<file path="src/lsu_lq_pkg.sv">
// Load queue shared definitions
// Widths, queue depth, op codes, entry states and interface structs
package lsu_lq_pkg;

    // Widths and sizes used across the load queue
    localparam int ADDR_WIDTH    = 32;
    localparam int ROB_TAG_WIDTH = 5;
    localparam int MHQ_TAG_WIDTH = 2;
    localparam int LQ_DEPTH      = 8;
    localparam int LQ_IDX_WIDTH  = 3;
    // Native word size in bytes, the length of a full word load
    localparam int DATA_BYTES    = 4;

    typedef logic [ADDR_WIDTH-1:0]    addr_t;
    typedef logic [ROB_TAG_WIDTH-1:0] rob_tag_t;
    typedef logic [MHQ_TAG_WIDTH-1:0] mhq_tag_t;
    typedef logic [LQ_IDX_WIDTH-1:0]  lq_idx_t;
    // One bit per entry, used both for one-hot selects and for status vectors
    typedef logic [LQ_DEPTH-1:0]      lq_mask_t;
    typedef logic [3:0]               lsu_op_t;

    // Load op codes, unsigned variants carry bit 2
    localparam lsu_op_t OP_LB  = 4'h0;
    localparam lsu_op_t OP_LH  = 4'h1;
    localparam lsu_op_t OP_LW  = 4'h2;
    localparam lsu_op_t OP_LBU = 4'h4;
    localparam lsu_op_t OP_LHU = 4'h5;

    // Life cycle of one queue entry
    typedef enum logic [2:0] {
        INVALID       = 3'd0,
        VALID         = 3'd1,
        MHQ_TAG_WAIT  = 3'd2,
        MHQ_FILL_WAIT = 3'd3,
        REPLAYABLE    = 3'd4,
        LAUNCHED      = 3'd5,
        COMPLETE      = 3'd6
    } lq_state_e;

    // New load from the LSU issue stage
    typedef struct packed {
        lsu_op_t  op;
        rob_tag_t tag;
        addr_t    addr;
    } lq_alloc_t;

    // Pipeline result for one entry, retry means the load did not finish
    typedef struct packed {
        lq_idx_t  lq_idx;
        logic     retry;
        logic     replay;
        mhq_tag_t mhq_tag;
        logic     mhq_retry;
        logic     mhq_replay;
    } lq_update_t;

    // Load sent back into the LSU pipeline
    typedef struct packed {
        lq_idx_t  lq_idx;
        lsu_op_t  op;
        rob_tag_t tag;
        addr_t    addr;
    } lq_replay_t;

    // Byte range of a retiring store, addr_end is exclusive
    typedef struct packed {
        addr_t addr;
        addr_t addr_end;
    } sq_retire_t;

endpackage

</file>
<file path="src/lsu_lq_entry.sv">
// Load queue entry
// Tracks one load from allocation through miss wait and replay until ROB retire
`timescale 1ns/10ps

module lsu_lq_entry (
    input  logic                   clk,
    input  logic                   i_rst_n,
    input  logic                   i_flush,
    input  logic                   i_alloc_sel,
    input  lsu_lq_pkg::lq_alloc_t  i_alloc,
    input  logic                   i_update_sel,
    input  lsu_lq_pkg::lq_update_t i_update,
    input  logic                   i_replay_sel,
    input  logic                   i_mhq_fill_en,
    input  lsu_lq_pkg::mhq_tag_t   i_mhq_fill_tag,
    input  logic                   i_sq_retire_en,
    input  lsu_lq_pkg::sq_retire_t i_sq_retire,
    input  logic                   i_rob_retire_en,
    input  lsu_lq_pkg::rob_tag_t   i_rob_retire_tag,
    output logic                   o_empty,
    output logic                   o_replayable,
    output lsu_lq_pkg::lq_alloc_t  o_fields,
    output logic                   o_retire_ack,
    output logic                   o_misspec
);

    import lsu_lq_pkg::*;

    // Current state and the stored load
    lq_state_e state_r;
    lq_state_e state_next;
    lq_state_e update_state;
    lq_alloc_t fields_r;
    mhq_tag_t  mhq_tag_r;
    logic      misspec_r;
    logic      misspec_next;

    // Byte range of the load used for the store overlap check
    addr_t     ld_start;
    addr_t     ld_end;
    logic      overlap;
    logic      mhq_waiting;
    logic      retire_hit;

    // The ROB retires this load only once it has completed and the tag matches
    assign retire_hit = i_rob_retire_en && (state_r == COMPLETE) &&
                        (fields_r.tag == i_rob_retire_tag);

    // Destination of an update from the LSU pipeline, with fill bypass
    always_comb begin
        update_state = COMPLETE;
        if (i_update.retry) begin
            if (i_update.replay || i_update.mhq_replay) begin
                // Fill already seen in the pipeline, replay right away
                update_state = REPLAYABLE;
            end else if (i_update.mhq_retry) begin
                // No MHQ slot was free, so any fill may free the line
                update_state = i_mhq_fill_en ? REPLAYABLE : MHQ_FILL_WAIT;
            end else if (i_mhq_fill_en && (i_update.mhq_tag == i_mhq_fill_tag)) begin
                // The fill for our own MHQ tag lands in the same cycle
                update_state = REPLAYABLE;
            end else begin
                update_state = MHQ_TAG_WAIT;
            end
        end
    end

    // Entry FSM
    always_comb begin
        state_next = state_r;
        case (state_r)
            INVALID: begin
                if (i_alloc_sel) begin
                    state_next = VALID;
                end
            end
            VALID, LAUNCHED: begin
                // Waiting on the pipeline result of the first or a replayed pass
                if (i_update_sel) begin
                    state_next = update_state;
                end
            end
            MHQ_TAG_WAIT: begin
                if (i_mhq_fill_en && (mhq_tag_r == i_mhq_fill_tag)) begin
                    state_next = REPLAYABLE;
                end
            end
            MHQ_FILL_WAIT: begin
                if (i_mhq_fill_en) begin
                    state_next = REPLAYABLE;
                end
            end
            REPLAYABLE: begin
                if (i_replay_sel) begin
                    state_next = LAUNCHED;
                end
            end
            COMPLETE: begin
                if (retire_hit) begin
                    state_next = INVALID;
                end
            end
            default: state_next = INVALID;
        endcase
        // A flush drops every load regardless of where it is
        if (i_flush) begin
            state_next = INVALID;
        end
    end

    // Use the incoming load when allocating so a same-cycle store is not missed
    always_comb begin
        lsu_op_t op;
        op = i_alloc_sel ? i_alloc.op : fields_r.op;
        ld_start = i_alloc_sel ? i_alloc.addr : fields_r.addr;
        case (op)
            OP_LB, OP_LBU: ld_end = ld_start + addr_t'(1);
            OP_LH, OP_LHU: ld_end = ld_start + addr_t'(2);
            default:       ld_end = ld_start + addr_t'(DATA_BYTES);
        endcase
    end

    // Two ranges overlap when either start falls inside the other range
    assign overlap = i_sq_retire_en &&
                     (((ld_start >= i_sq_retire.addr) && (ld_start < i_sq_retire.addr_end)) ||
                      ((i_sq_retire.addr >= ld_start) && (i_sq_retire.addr < ld_end)));

    // A load parked on the MHQ has not returned data yet and will read again
    assign mhq_waiting = (state_r == MHQ_TAG_WAIT) || (state_r == MHQ_FILL_WAIT) ||
                         (state_r == REPLAYABLE);

    // Allocation without overlap starts the entry with a clean bit
    assign misspec_next = !mhq_waiting && (overlap || (!i_alloc_sel && misspec_r));

    always_ff @(posedge clk or negedge i_rst_n) begin
        if (!i_rst_n) begin
            state_r   <= INVALID;
            misspec_r <= 1'b0;
        end else begin
            state_r   <= state_next;
            misspec_r <= misspec_next;
        end
    end

    // Load fields are captured on allocation, the MHQ tag on every update
    always_ff @(posedge clk) begin
        if (i_alloc_sel) begin
            fields_r <= i_alloc;
        end
        if (i_update_sel) begin
            mhq_tag_r <= i_update.mhq_tag;
        end
    end

    assign o_empty      = (state_r == INVALID);
    assign o_replayable = (state_r == REPLAYABLE);
    assign o_fields     = fields_r;
    assign o_retire_ack = retire_hit;
    assign o_misspec    = misspec_r;

endmodule

</file>
<file path="src/lsu_lq_ctrl.sv">
// Load queue controller
// Picks free entries, arbitrates replays round robin and merges retire results
`timescale 1ns/10ps

module lsu_lq_ctrl (
    input  logic                   clk,
    input  logic                   i_rst_n,
    input  logic                   i_alloc_en,
    input  logic                   i_update_en,
    input  lsu_lq_pkg::lq_idx_t    i_update_idx,
    input  lsu_lq_pkg::lq_mask_t   i_empty,
    input  lsu_lq_pkg::lq_mask_t   i_replayable,
    input  lsu_lq_pkg::lq_alloc_t  i_fields [lsu_lq_pkg::LQ_DEPTH],
    input  lsu_lq_pkg::lq_mask_t   i_retire_ack,
    input  lsu_lq_pkg::lq_mask_t   i_misspec,
    output lsu_lq_pkg::lq_mask_t   o_alloc_sel,
    output lsu_lq_pkg::lq_mask_t   o_update_sel,
    output lsu_lq_pkg::lq_mask_t   o_replay_sel,
    output logic                   o_full,
    output lsu_lq_pkg::lq_idx_t    o_alloc_idx,
    output logic                   o_replay_en,
    output lsu_lq_pkg::lq_replay_t o_replay,
    output logic                   o_rob_retire_ack,
    output logic                   o_rob_retire_misspec
);

    import lsu_lq_pkg::*;

    // Lowest free entry
    lq_idx_t  alloc_idx;

    // Round-robin replay arbitration
    lq_idx_t  rr_ptr_r;
    lq_idx_t  grant_idx;
    logic     grant_vld;

    // Scan from the top so the lowest empty index is the one left standing
    always_comb begin
        alloc_idx = '0;
        for (int i = LQ_DEPTH - 1; i >= 0; i--) begin
            if (i_empty[i]) begin
                alloc_idx = lq_idx_t'(i);
            end
        end
    end

    // Queue is full once no entry reports empty
    assign o_full      = ~|i_empty;
    assign o_alloc_idx = alloc_idx;

    // The LSU never allocates into a full queue, so the index is always free here
    assign o_alloc_sel = i_alloc_en ? (lq_mask_t'(1) << alloc_idx) : '0;

    // Update names its entry directly
    assign o_update_sel = i_update_en ? (lq_mask_t'(1) << i_update_idx) : '0;

    // Search starting at the pointer, the closest replayable entry wins
    // Index arithmetic wraps because the depth is a power of two
    always_comb begin
        lq_idx_t idx;
        grant_idx = '0;
        grant_vld = 1'b0;
        for (int k = LQ_DEPTH - 1; k >= 0; k--) begin
            idx = rr_ptr_r + lq_idx_t'(k);
            if (i_replayable[idx]) begin
                grant_idx = idx;
                grant_vld = 1'b1;
            end
        end
    end

    // Pointer moves just past the last grant
    always_ff @(posedge clk or negedge i_rst_n) begin
        if (!i_rst_n) begin
            rr_ptr_r <= '0;
        end else if (grant_vld) begin
            rr_ptr_r <= grant_idx + lq_idx_t'(1);
        end
    end

    // Replay goes out in the same cycle, the LSU always takes it
    assign o_replay_en  = grant_vld;
    assign o_replay_sel = grant_vld ? (lq_mask_t'(1) << grant_idx) : '0;

    always_comb begin
        o_replay.lq_idx = grant_idx;
        o_replay.op     = i_fields[grant_idx].op;
        o_replay.tag    = i_fields[grant_idx].tag;
        o_replay.addr   = i_fields[grant_idx].addr;
    end

    // At most one entry holds a given ROB tag, so the OR picks its misspec bit
    assign o_rob_retire_ack     = |i_retire_ack;
    assign o_rob_retire_misspec = |(i_retire_ack & i_misspec);

endmodule

</file>
<file path="src/lsu_lq.sv">
// Load queue top level
// Controller plus one entry per queue slot, broadcasts fan out to every entry
`timescale 1ns/10ps

module lsu_lq (
    input  logic                   clk,
    input  logic                   i_rst_n,
    input  logic                   i_flush,
    input  logic                   i_alloc_en,
    input  lsu_lq_pkg::lq_alloc_t  i_alloc,
    input  logic                   i_update_en,
    input  lsu_lq_pkg::lq_update_t i_update,
    input  logic                   i_mhq_fill_en,
    input  lsu_lq_pkg::mhq_tag_t   i_mhq_fill_tag,
    input  logic                   i_sq_retire_en,
    input  lsu_lq_pkg::sq_retire_t i_sq_retire,
    input  logic                   i_rob_retire_en,
    input  lsu_lq_pkg::rob_tag_t   i_rob_retire_tag,
    output logic                   o_full,
    output lsu_lq_pkg::lq_idx_t    o_alloc_idx,
    output logic                   o_replay_en,
    output lsu_lq_pkg::lq_replay_t o_replay,
    output logic                   o_rob_retire_ack,
    output logic                   o_rob_retire_misspec
);

    import lsu_lq_pkg::*;

    // One-hot selects from the controller to the entries
    lq_mask_t  alloc_sel;
    lq_mask_t  update_sel;
    lq_mask_t  replay_sel;

    // Status gathered from every entry
    lq_mask_t  entry_empty;
    lq_mask_t  entry_replayable;
    lq_mask_t  entry_retire_ack;
    lq_mask_t  entry_misspec;
    lq_alloc_t entry_fields [LQ_DEPTH];

    lsu_lq_ctrl lsu_lq_ctrl_inst (
        .clk                  (clk),
        .i_rst_n              (i_rst_n),
        .i_alloc_en           (i_alloc_en),
        .i_update_en          (i_update_en),
        .i_update_idx         (i_update.lq_idx),
        .i_empty              (entry_empty),
        .i_replayable         (entry_replayable),
        .i_fields             (entry_fields),
        .i_retire_ack         (entry_retire_ack),
        .i_misspec            (entry_misspec),
        .o_alloc_sel          (alloc_sel),
        .o_update_sel         (update_sel),
        .o_replay_sel         (replay_sel),
        .o_full               (o_full),
        .o_alloc_idx          (o_alloc_idx),
        .o_replay_en          (o_replay_en),
        .o_replay             (o_replay),
        .o_rob_retire_ack     (o_rob_retire_ack),
        .o_rob_retire_misspec (o_rob_retire_misspec)
    );

    // Entries see the full update and all broadcasts, only the select is per entry
    for (genvar g = 0; g < LQ_DEPTH; g++) begin : g_entry
        lsu_lq_entry entry_inst (
            .clk              (clk),
            .i_rst_n          (i_rst_n),
            .i_flush          (i_flush),
            .i_alloc_sel      (alloc_sel[g]),
            .i_alloc          (i_alloc),
            .i_update_sel     (update_sel[g]),
            .i_update         (i_update),
            .i_replay_sel     (replay_sel[g]),
            .i_mhq_fill_en    (i_mhq_fill_en),
            .i_mhq_fill_tag   (i_mhq_fill_tag),
            .i_sq_retire_en   (i_sq_retire_en),
            .i_sq_retire      (i_sq_retire),
            .i_rob_retire_en  (i_rob_retire_en),
            .i_rob_retire_tag (i_rob_retire_tag),
            .o_empty          (entry_empty[g]),
            .o_replayable     (entry_replayable[g]),
            .o_fields         (entry_fields[g]),
            .o_retire_ack     (entry_retire_ack[g]),
            .o_misspec        (entry_misspec[g])
        );
    end

endmodule

</file>
<file path="config.mk">
export PLATFORM = sky130hd
export DESIGN_NAME = lsu_lq
export DESIGN_NICKNAME = d
export VERILOG_FILES = /design/src/lsu_lq_pkg.sv /design/src/lsu_lq_entry.sv /design/src/lsu_lq_ctrl.sv /design/src/lsu_lq.sv
export SDC_FILE = /design/constraint.sdc
export NUM_CORES = 2
export LEC_CHECK = 0
export BUFFER_PORTS_ARGS = -buffer_cell sky130_fd_sc_hd__buf_4
export CAP_MARGIN = 30
export CORE_ASPECT_RATIO = 1.2
export CORE_MARGIN = 8
export CORE_UTILIZATION = 38
export CTS_BUF_LIST = sky130_fd_sc_hd__clkbuf_16
export DETAILED_ROUTE_END_ITERATION = 6
export PLACE_DENSITY = 0.61
export SLEW_MARGIN = 20
export SYNTH_ARGS = -nofsm -noshare
export SYNTH_HDL_FRONTEND = slang
export SYNTH_SLANG_ARGS = --single-unit
</file>
<file path="constraint.sdc">
create_clock -name clk -period 7.3 [get_ports clk]
set_clock_uncertainty 0.2 [all_clocks]
set_input_delay 1.46 -clock clk [delete_from_list [all_inputs] [get_ports clk]]
set_output_delay 1.46 -clock clk [all_outputs]
set_load 0.01 [all_outputs]
</file>
# Word level (Yosys, flattened, before mapping)
# Index checks and enable logic that the tools add are counted.
# word_totals
register_bits,379
input_bits,129
output_inout_bits,51
wordCells,562
# op_classes
addsub,32
order_cmp,41
eq_ne,137
n_shift,3
muxes,132
bitwise_logic,2
reduce_logical,166
# op_table
op,n
32-bit greater-or-equal comparator,16
32-bit < comparator,16
32-bit case mux with 2 select lines,8
32-bit by 1-bit adder with 32-bit output (second input constant),8
32-bit by 2-bit adder with 32-bit output (second input constant),8
32-bit by 3-bit adder with 32-bit output (second input constant),8
32-bit 2-to-1 mux,8
3-bit 2-to-1 mux,70
3-bit case mux with 6 select lines,8
41-bit binary-select mux with 3-bit select,1
3-bit != test (second input constant),32
41-bit 2-to-1 mux,2
3-bit == test (second input constant),24
1-bit logical AND,65
4-bit by 3-bit == test with 1-bit output (second input constant),16
3-bit by 2-bit == test with 1-bit output (second input constant),16
3-bit by 2-bit != test with 1-bit output (second input constant),16
6-bit AND reduction,8
2-bit OR reduction,24
5-bit == test,8
1-bit logical OR,33
4-bit by 1-bit == test with 1-bit output (second input constant),8
4-bit logical NOT,8
3-bit by 4-bit < comparator with 1-bit output (second input constant),8
16 further kinds,94

# Depth between registers and ports, before layout
# depth
word_depth,21
depth_mapped,32
depth_no_buf,27

# By module
# From an unflattened synthesis, not the netlist that was laid out.
# hier_totals
hier_cells,6129
hier_area_um2,51265.4
# by_module_without_submodules
mod,instances,cells_each,area_each_um2,seq_area_each_um2
lsu_lq_entry (g_entry[2].entry_inst ...),4,658,5620.4,1391.3
lsu_lq_entry (g_entry[0].entry_inst ...),2,647,5655.4,1391.3
lsu_lq_ctrl,1,953,6466.2,75.1
lsu_lq_entry (g_entry[7].entry_inst),1,631,5544.1,1391.3
lsu_lq_entry (g_entry[5].entry_inst),1,619,5462.7,1391.3

# Worst setup path before layout
# Ideal clock, no wire load.
# synth_path
path_kind,input -> register
startpoint,input i_alloc_en
endpoint,register g_entry[3].entry_inst.misspec_r
setup_ps,77
arrival_time_ps,7085
required_ps,7023
slack_ps,-63
path_stages,22
path_buffers,5
cell_sequence,clkbuf_1 -> inv_1 -> nor3_1 -> nand2_1 -> inv_2 -> buf_1 -> buf_2 -> buf_1 -> clkbuf_1 -> nand2_1 -> nand2_1 -> ha_1 -> a21o_1 -> a21o_1 -> a21o_1 -> a21o_1 -> a211oi_1 -> o21bai_1 -> nor4b_1 -> nor2_1 -> a32o_1 -> a21oi_1
# synth_between
elab_chain_cells,11
elab_cells_between_ends,25
cone_classes,add/sub (3); order compare (4); eq/ne (3); mux (4); reduce/logical (11)
# synth_rtl
item,line_no,text
start: declaration,lsu_lq.sv:9,"input logic i_alloc_en,"
8-bit 2-to-1 mux *,lsu_lq_ctrl.sv:52,assign o_alloc_sel = i_alloc_en ? (lq_mask_t'(1) << alloc_idx) : '0;
net g_entry[3].entry_inst.i_alloc_sel,lsu_lq_entry.sv:9,"input logic i_alloc_sel,"
"parallel branches: the longest is 8 deep, another holds 32-bit by 3-bit adder with 32-bit output",-,
1-bit logical OR *,lsu_lq_entry.sv:133,assign misspec_next = !mhq_waiting && (overlap || (!i_alloc_sel && misspec_r));
1-bit logical AND *,lsu_lq_entry.sv:133,
net g_entry[3].entry_inst.misspec_next,lsu_lq_entry.sv:36,logic misspec_next;
end signal: assignment,lsu_lq_entry.sv:141,misspec_r <= misspec_next;
end: declaration,lsu_lq_entry.sv:35,logic misspec_r;
# Mark *: on every way through the listed nets, which the timed path passes.
# A chain may end at the register's enable or synchronous reset.

==> summary by stage <==
STA
Setup repair after global routing left no endpoint under its margin. The slew at the pin closest to its max-slew limit is 1.13 ns. The final setup violation count is 0. In the finished design, the share of the clock period the worst path needs comes to 0.960. The hold violation count in the final report came to 0.

The normalized max-slew margin is 0.240. The worst path needs between 7 and 8 ns of the cycle, external delays included. The number of max-slew violations in the final report came to 0. Derived from the worst setup path, the maximum achievable clock frequency is between 0.1 and 0.15 GHz.

Drt
The first routing iteration left 6,108 violations. The detailed-route via count is 49,000. After detailed routing, the number of vias per cell comes to ~6.5. Once detail routing completed, the nets flagged for antenna violations numbered 0.

The number of search-and-repair iterations in the first detailed-routing pass is 7. Dividing the detail-routed wire length by the instance count gives 33.0 um. In the routed design, unresolved DRC markers number 0. The sum of routed wire length over all layers is about 250 mm.

Layout
Once layout is complete, the utilization of the core stands at 0.437. In the final design database the tool counted 6,805 nets. The sequential cells in the finished layout cover a total of 0.0112 mm^2. Leaving out filler cells and counting taps, the final layout contains 7,592.

The finished cells cover 0.0546 mm^2. The ratio of cells with drive above 1 in the final layout is 0.124. The total area of multi-input combinational cells is 0.0349 mm^2. The filler cells instantiated in the layout total 12,400. From synthesis to final layout, the design area changed by 14.0%.

Placed design
Routability-driven placement finished with a final weighted congestion of 1.06. The count of buffers inserted at the top-level ports is approximately 180. The total instance count after detailed placement is 7,496. The post-place instance area is roughly 0.053 mm^2. Summed over all nets, the half-perimeter wirelength after detailed placement is 201 mm.

Global routing
Entering global routing, the biggest net connects 68 pins. For this run the aggregate overflow at the end of global routing stands at 0. The via count of the first global-routing pass was 47,300. The first global-routing pass estimated 347 mm of wire. The initial antenna violation count came to 15. The total global-route track usage is 0.346.

Power and ir drop
The static leakage is 24.1 nW. The worst-case IR drop observed on VDD is 1610 uV. Power spread over the standard cell area amounts to 361 mW/mm^2. Power comes to 19.7 mW.

Critical path
The required time at the worst-slack endpoint is 5.64 ns. The arrival time of the worst setup path is roughly 5.4 ns. The count of cells along the worst register-to-register path is 29. The slack of the worst reg-to-reg path is 0.42 ns.

The element type at the critical path end is an output port. The classification of the worst setup path is reg2out. The startpoint of the lowest-slack register-to-register path is g_entry[4].entry_inst.state_r[1]. The end point of the critical path is o_replay[30]. In this run the critical register-to-register path is captured at g_entry[0].entry_inst.o_misspec. The worst setup path startpoint is lsu_lq_ctrl_inst.rr_ptr_r[0]. The highest fanout seen on the critical path is 43. STA classifies the critical path startpoint as a register.

Synthesis
The cell area after synthesis is 0.0479 mm^2. In the post-synthesis netlist, the cell with the most instances is ha_1. Of the post-synthesis cell area, the dominant cell type holds 0.216. The synthesized net count is 6,471. Synthesis produced 5,558 cells.

Of all cell types, the one taking the most synthesized area is edfxtp_1. The synthesized flop and latch total is 379. In the synthesized netlist, the cells that appear most often are ha_1, nand2_1, mux2i_1. Ranked by total cell area, the synthesized netlist is headed by edfxtp_1, ha_1, mux2i_1. The mean post-synth cell area is roughly 8.6 um^2. Of the synthesized area, sequential elements account for 0.234. The async set-or-reset flop fraction in the synthesized netlist is 0.0923. Yosys mapped a number of flops with a built-in enable equal to 344. The yosys synthesis warning count is 0. In this run, distinct cell masters in the synthesized netlist total 96. The dominant register cell in the synthesized netlist is edfxtp_1.

CTS
No sink is reached through more buffers than the 3 on the longest clock path. The sink count of the clock tree is 379. The clock tree synthesis step divided the H-tree into 2 levels.

The number of buffers created by CTS is 47. The clock insertion delay at the later pin of the skew report is about 0.64 ns. The clock-pin slew of the registers on the worst-case setup and hold paths is 0.06 ns. The tree is rooted in a clkbuf_16. TritonCTS built the clock tree.

Die
The initial standard-cell utilization of the core is 0.383. The area of the placeable core is 0.125 mm^2. The die covers 0.138 mm^2. From left edge to right edge, the die measures 340 um. For this design the top-level I/O count stands at 180.

Row generation in the floorplan step produced ~140 rows. The die is 405 um tall.

Job
The tool flagged a number of max-cap violations equal to 0.

Min path
The worst min-delay path class is reg2reg. The worst hold path depth is 3.

Status
The flow ran to the end, and the final reports show no timing, DRC or antenna violations.
cell type report:
cell class / instances / area share
Antenna cell: 7 / 0.000321
Clock buffer: 47 / 0.0215
Clock inverter: 39 / 0.00571
Inverter: 257 / 0.0181
Multi-Input combinational cell: 4705 / 0.639
Sequential cell: 379 / 0.205
Tap cell: 1656 / 0.0379
Timing Repair Buffer: 502 / 0.0721
worst min path at each step:
stage                                          startpoint                         endpoint  slack, ns
after detailed placement  g_entry[5].entry_inst.o_misspec  g_entry[5].entry_inst.o_misspec       0.40
after global routing      g_entry[5].entry_inst.o_misspec  g_entry[5].entry_inst.o_misspec       0.47
after global placement    g_entry[5].entry_inst.o_misspec  g_entry[5].entry_inst.o_misspec       0.42
after CTS                 g_entry[5].entry_inst.o_misspec  g_entry[5].entry_inst.o_misspec       0.42
final                     g_entry[5].entry_inst.o_misspec  g_entry[5].entry_inst.o_misspec       0.42
after floorplan           g_entry[6].entry_inst.o_misspec  g_entry[6].entry_inst.o_misspec       0.29
cell families (layout without fill, tap and decap cells):
group,after synthesis,after routing,synth area share
AOI/OAI and AO/OA,1247,1247,0.166
xor gates and xnor gates,273,273,0.0499
adders and majority gates,784,784,0.205
buffers and inverters,474,845,0.0392
DFF,379,379,0.234
muxes,514,514,0.113
other,0,7,0
and+or+nand+nor,1887,1887,0.193
flip-flops by register name (all words and copies together), names as in the netlist:
signal,cells
g_entry.entry_inst.o_fields,328
g_entry.entry_inst.state_r,24
g_entry.entry_inst.mhq_tag_r,16
g_entry.entry_inst.o_misspec,8
lsu_lq_ctrl_inst.rr_ptr_r,3
timing repair:
item                                    4_1_cts  5_1_grt
endpoints found under the setup margin        0        1
hold buffers                                  0        0
buffers inserted                              0        1
resized for setup                             0        3
layer usage:
metal,track usage,part of all wire,vias to the layer above
met5,0,0,-
met4,0.263,0.093,0
met3,0.0616,0.091,795
met2,0.553,0.44,2883
met1,0.413,0.37,23700
li1,-,-,21600
where the power goes:
part | internal, mW | switching [mW] | total (mW)
clock | 1.29 | 1.11 | 2.40
sequential | 2.66 | 0.286 | 2.94
combinational | 5.80 | 8.59 | 14.4
critical path, cell delays in order (launching register included):
cell	delay, ns
dfrtp_1	0.36
inv_1	0.06
ha_1	0.76
nor4bb_1	0.62
o211ai_1	0.16
o221ai_1	0.13
a222oi_1	0.14
a221oi_1	0.35
o221ai_1	0.25
nand2_4	0.23
buf_12	0.31
mux2i_1	0.42
mux2i_1	0.30
mux2_2	0.36
buf_4	0.14
cells in the final DEF (no fill, tap or decap), types with 109 or more instances in the layout:
| cell type | instances |
|---|---|
| nand4_1 | 222 |
| inv_1 | 253 |
| nand2_1 | 660 |
| ha_1 | 784 |
| a21oi_1 | 316 |
| edfxtp_1 | 344 |
| a21o_1 | 224 |
| buf_4 | 482 |
| o21ai_0 | 299 |
| nand3_1 | 195 |
| mux2i_1 | 420 |
| xnor2_1 | 187 |
| nor2_1 | 311 |
| nor3_1 | 109 |
per-stage QoR:
stage | setup WS (ns) | hold WS (ns) | TNS [ns]
after detailed placement | -0.0200 | 0.403 | -0.0200
after CTS | 0.0817 | 0.418 | 0
final | 0.289 | 0.422 | 0
after floorplan | 0.0289 | 0.294 | 0
after global routing | 0.0351 | 0.465 | 0
after global placement | -0.0330 | 0.425 | -0.0330
Power figures use the tool's default switching activity.
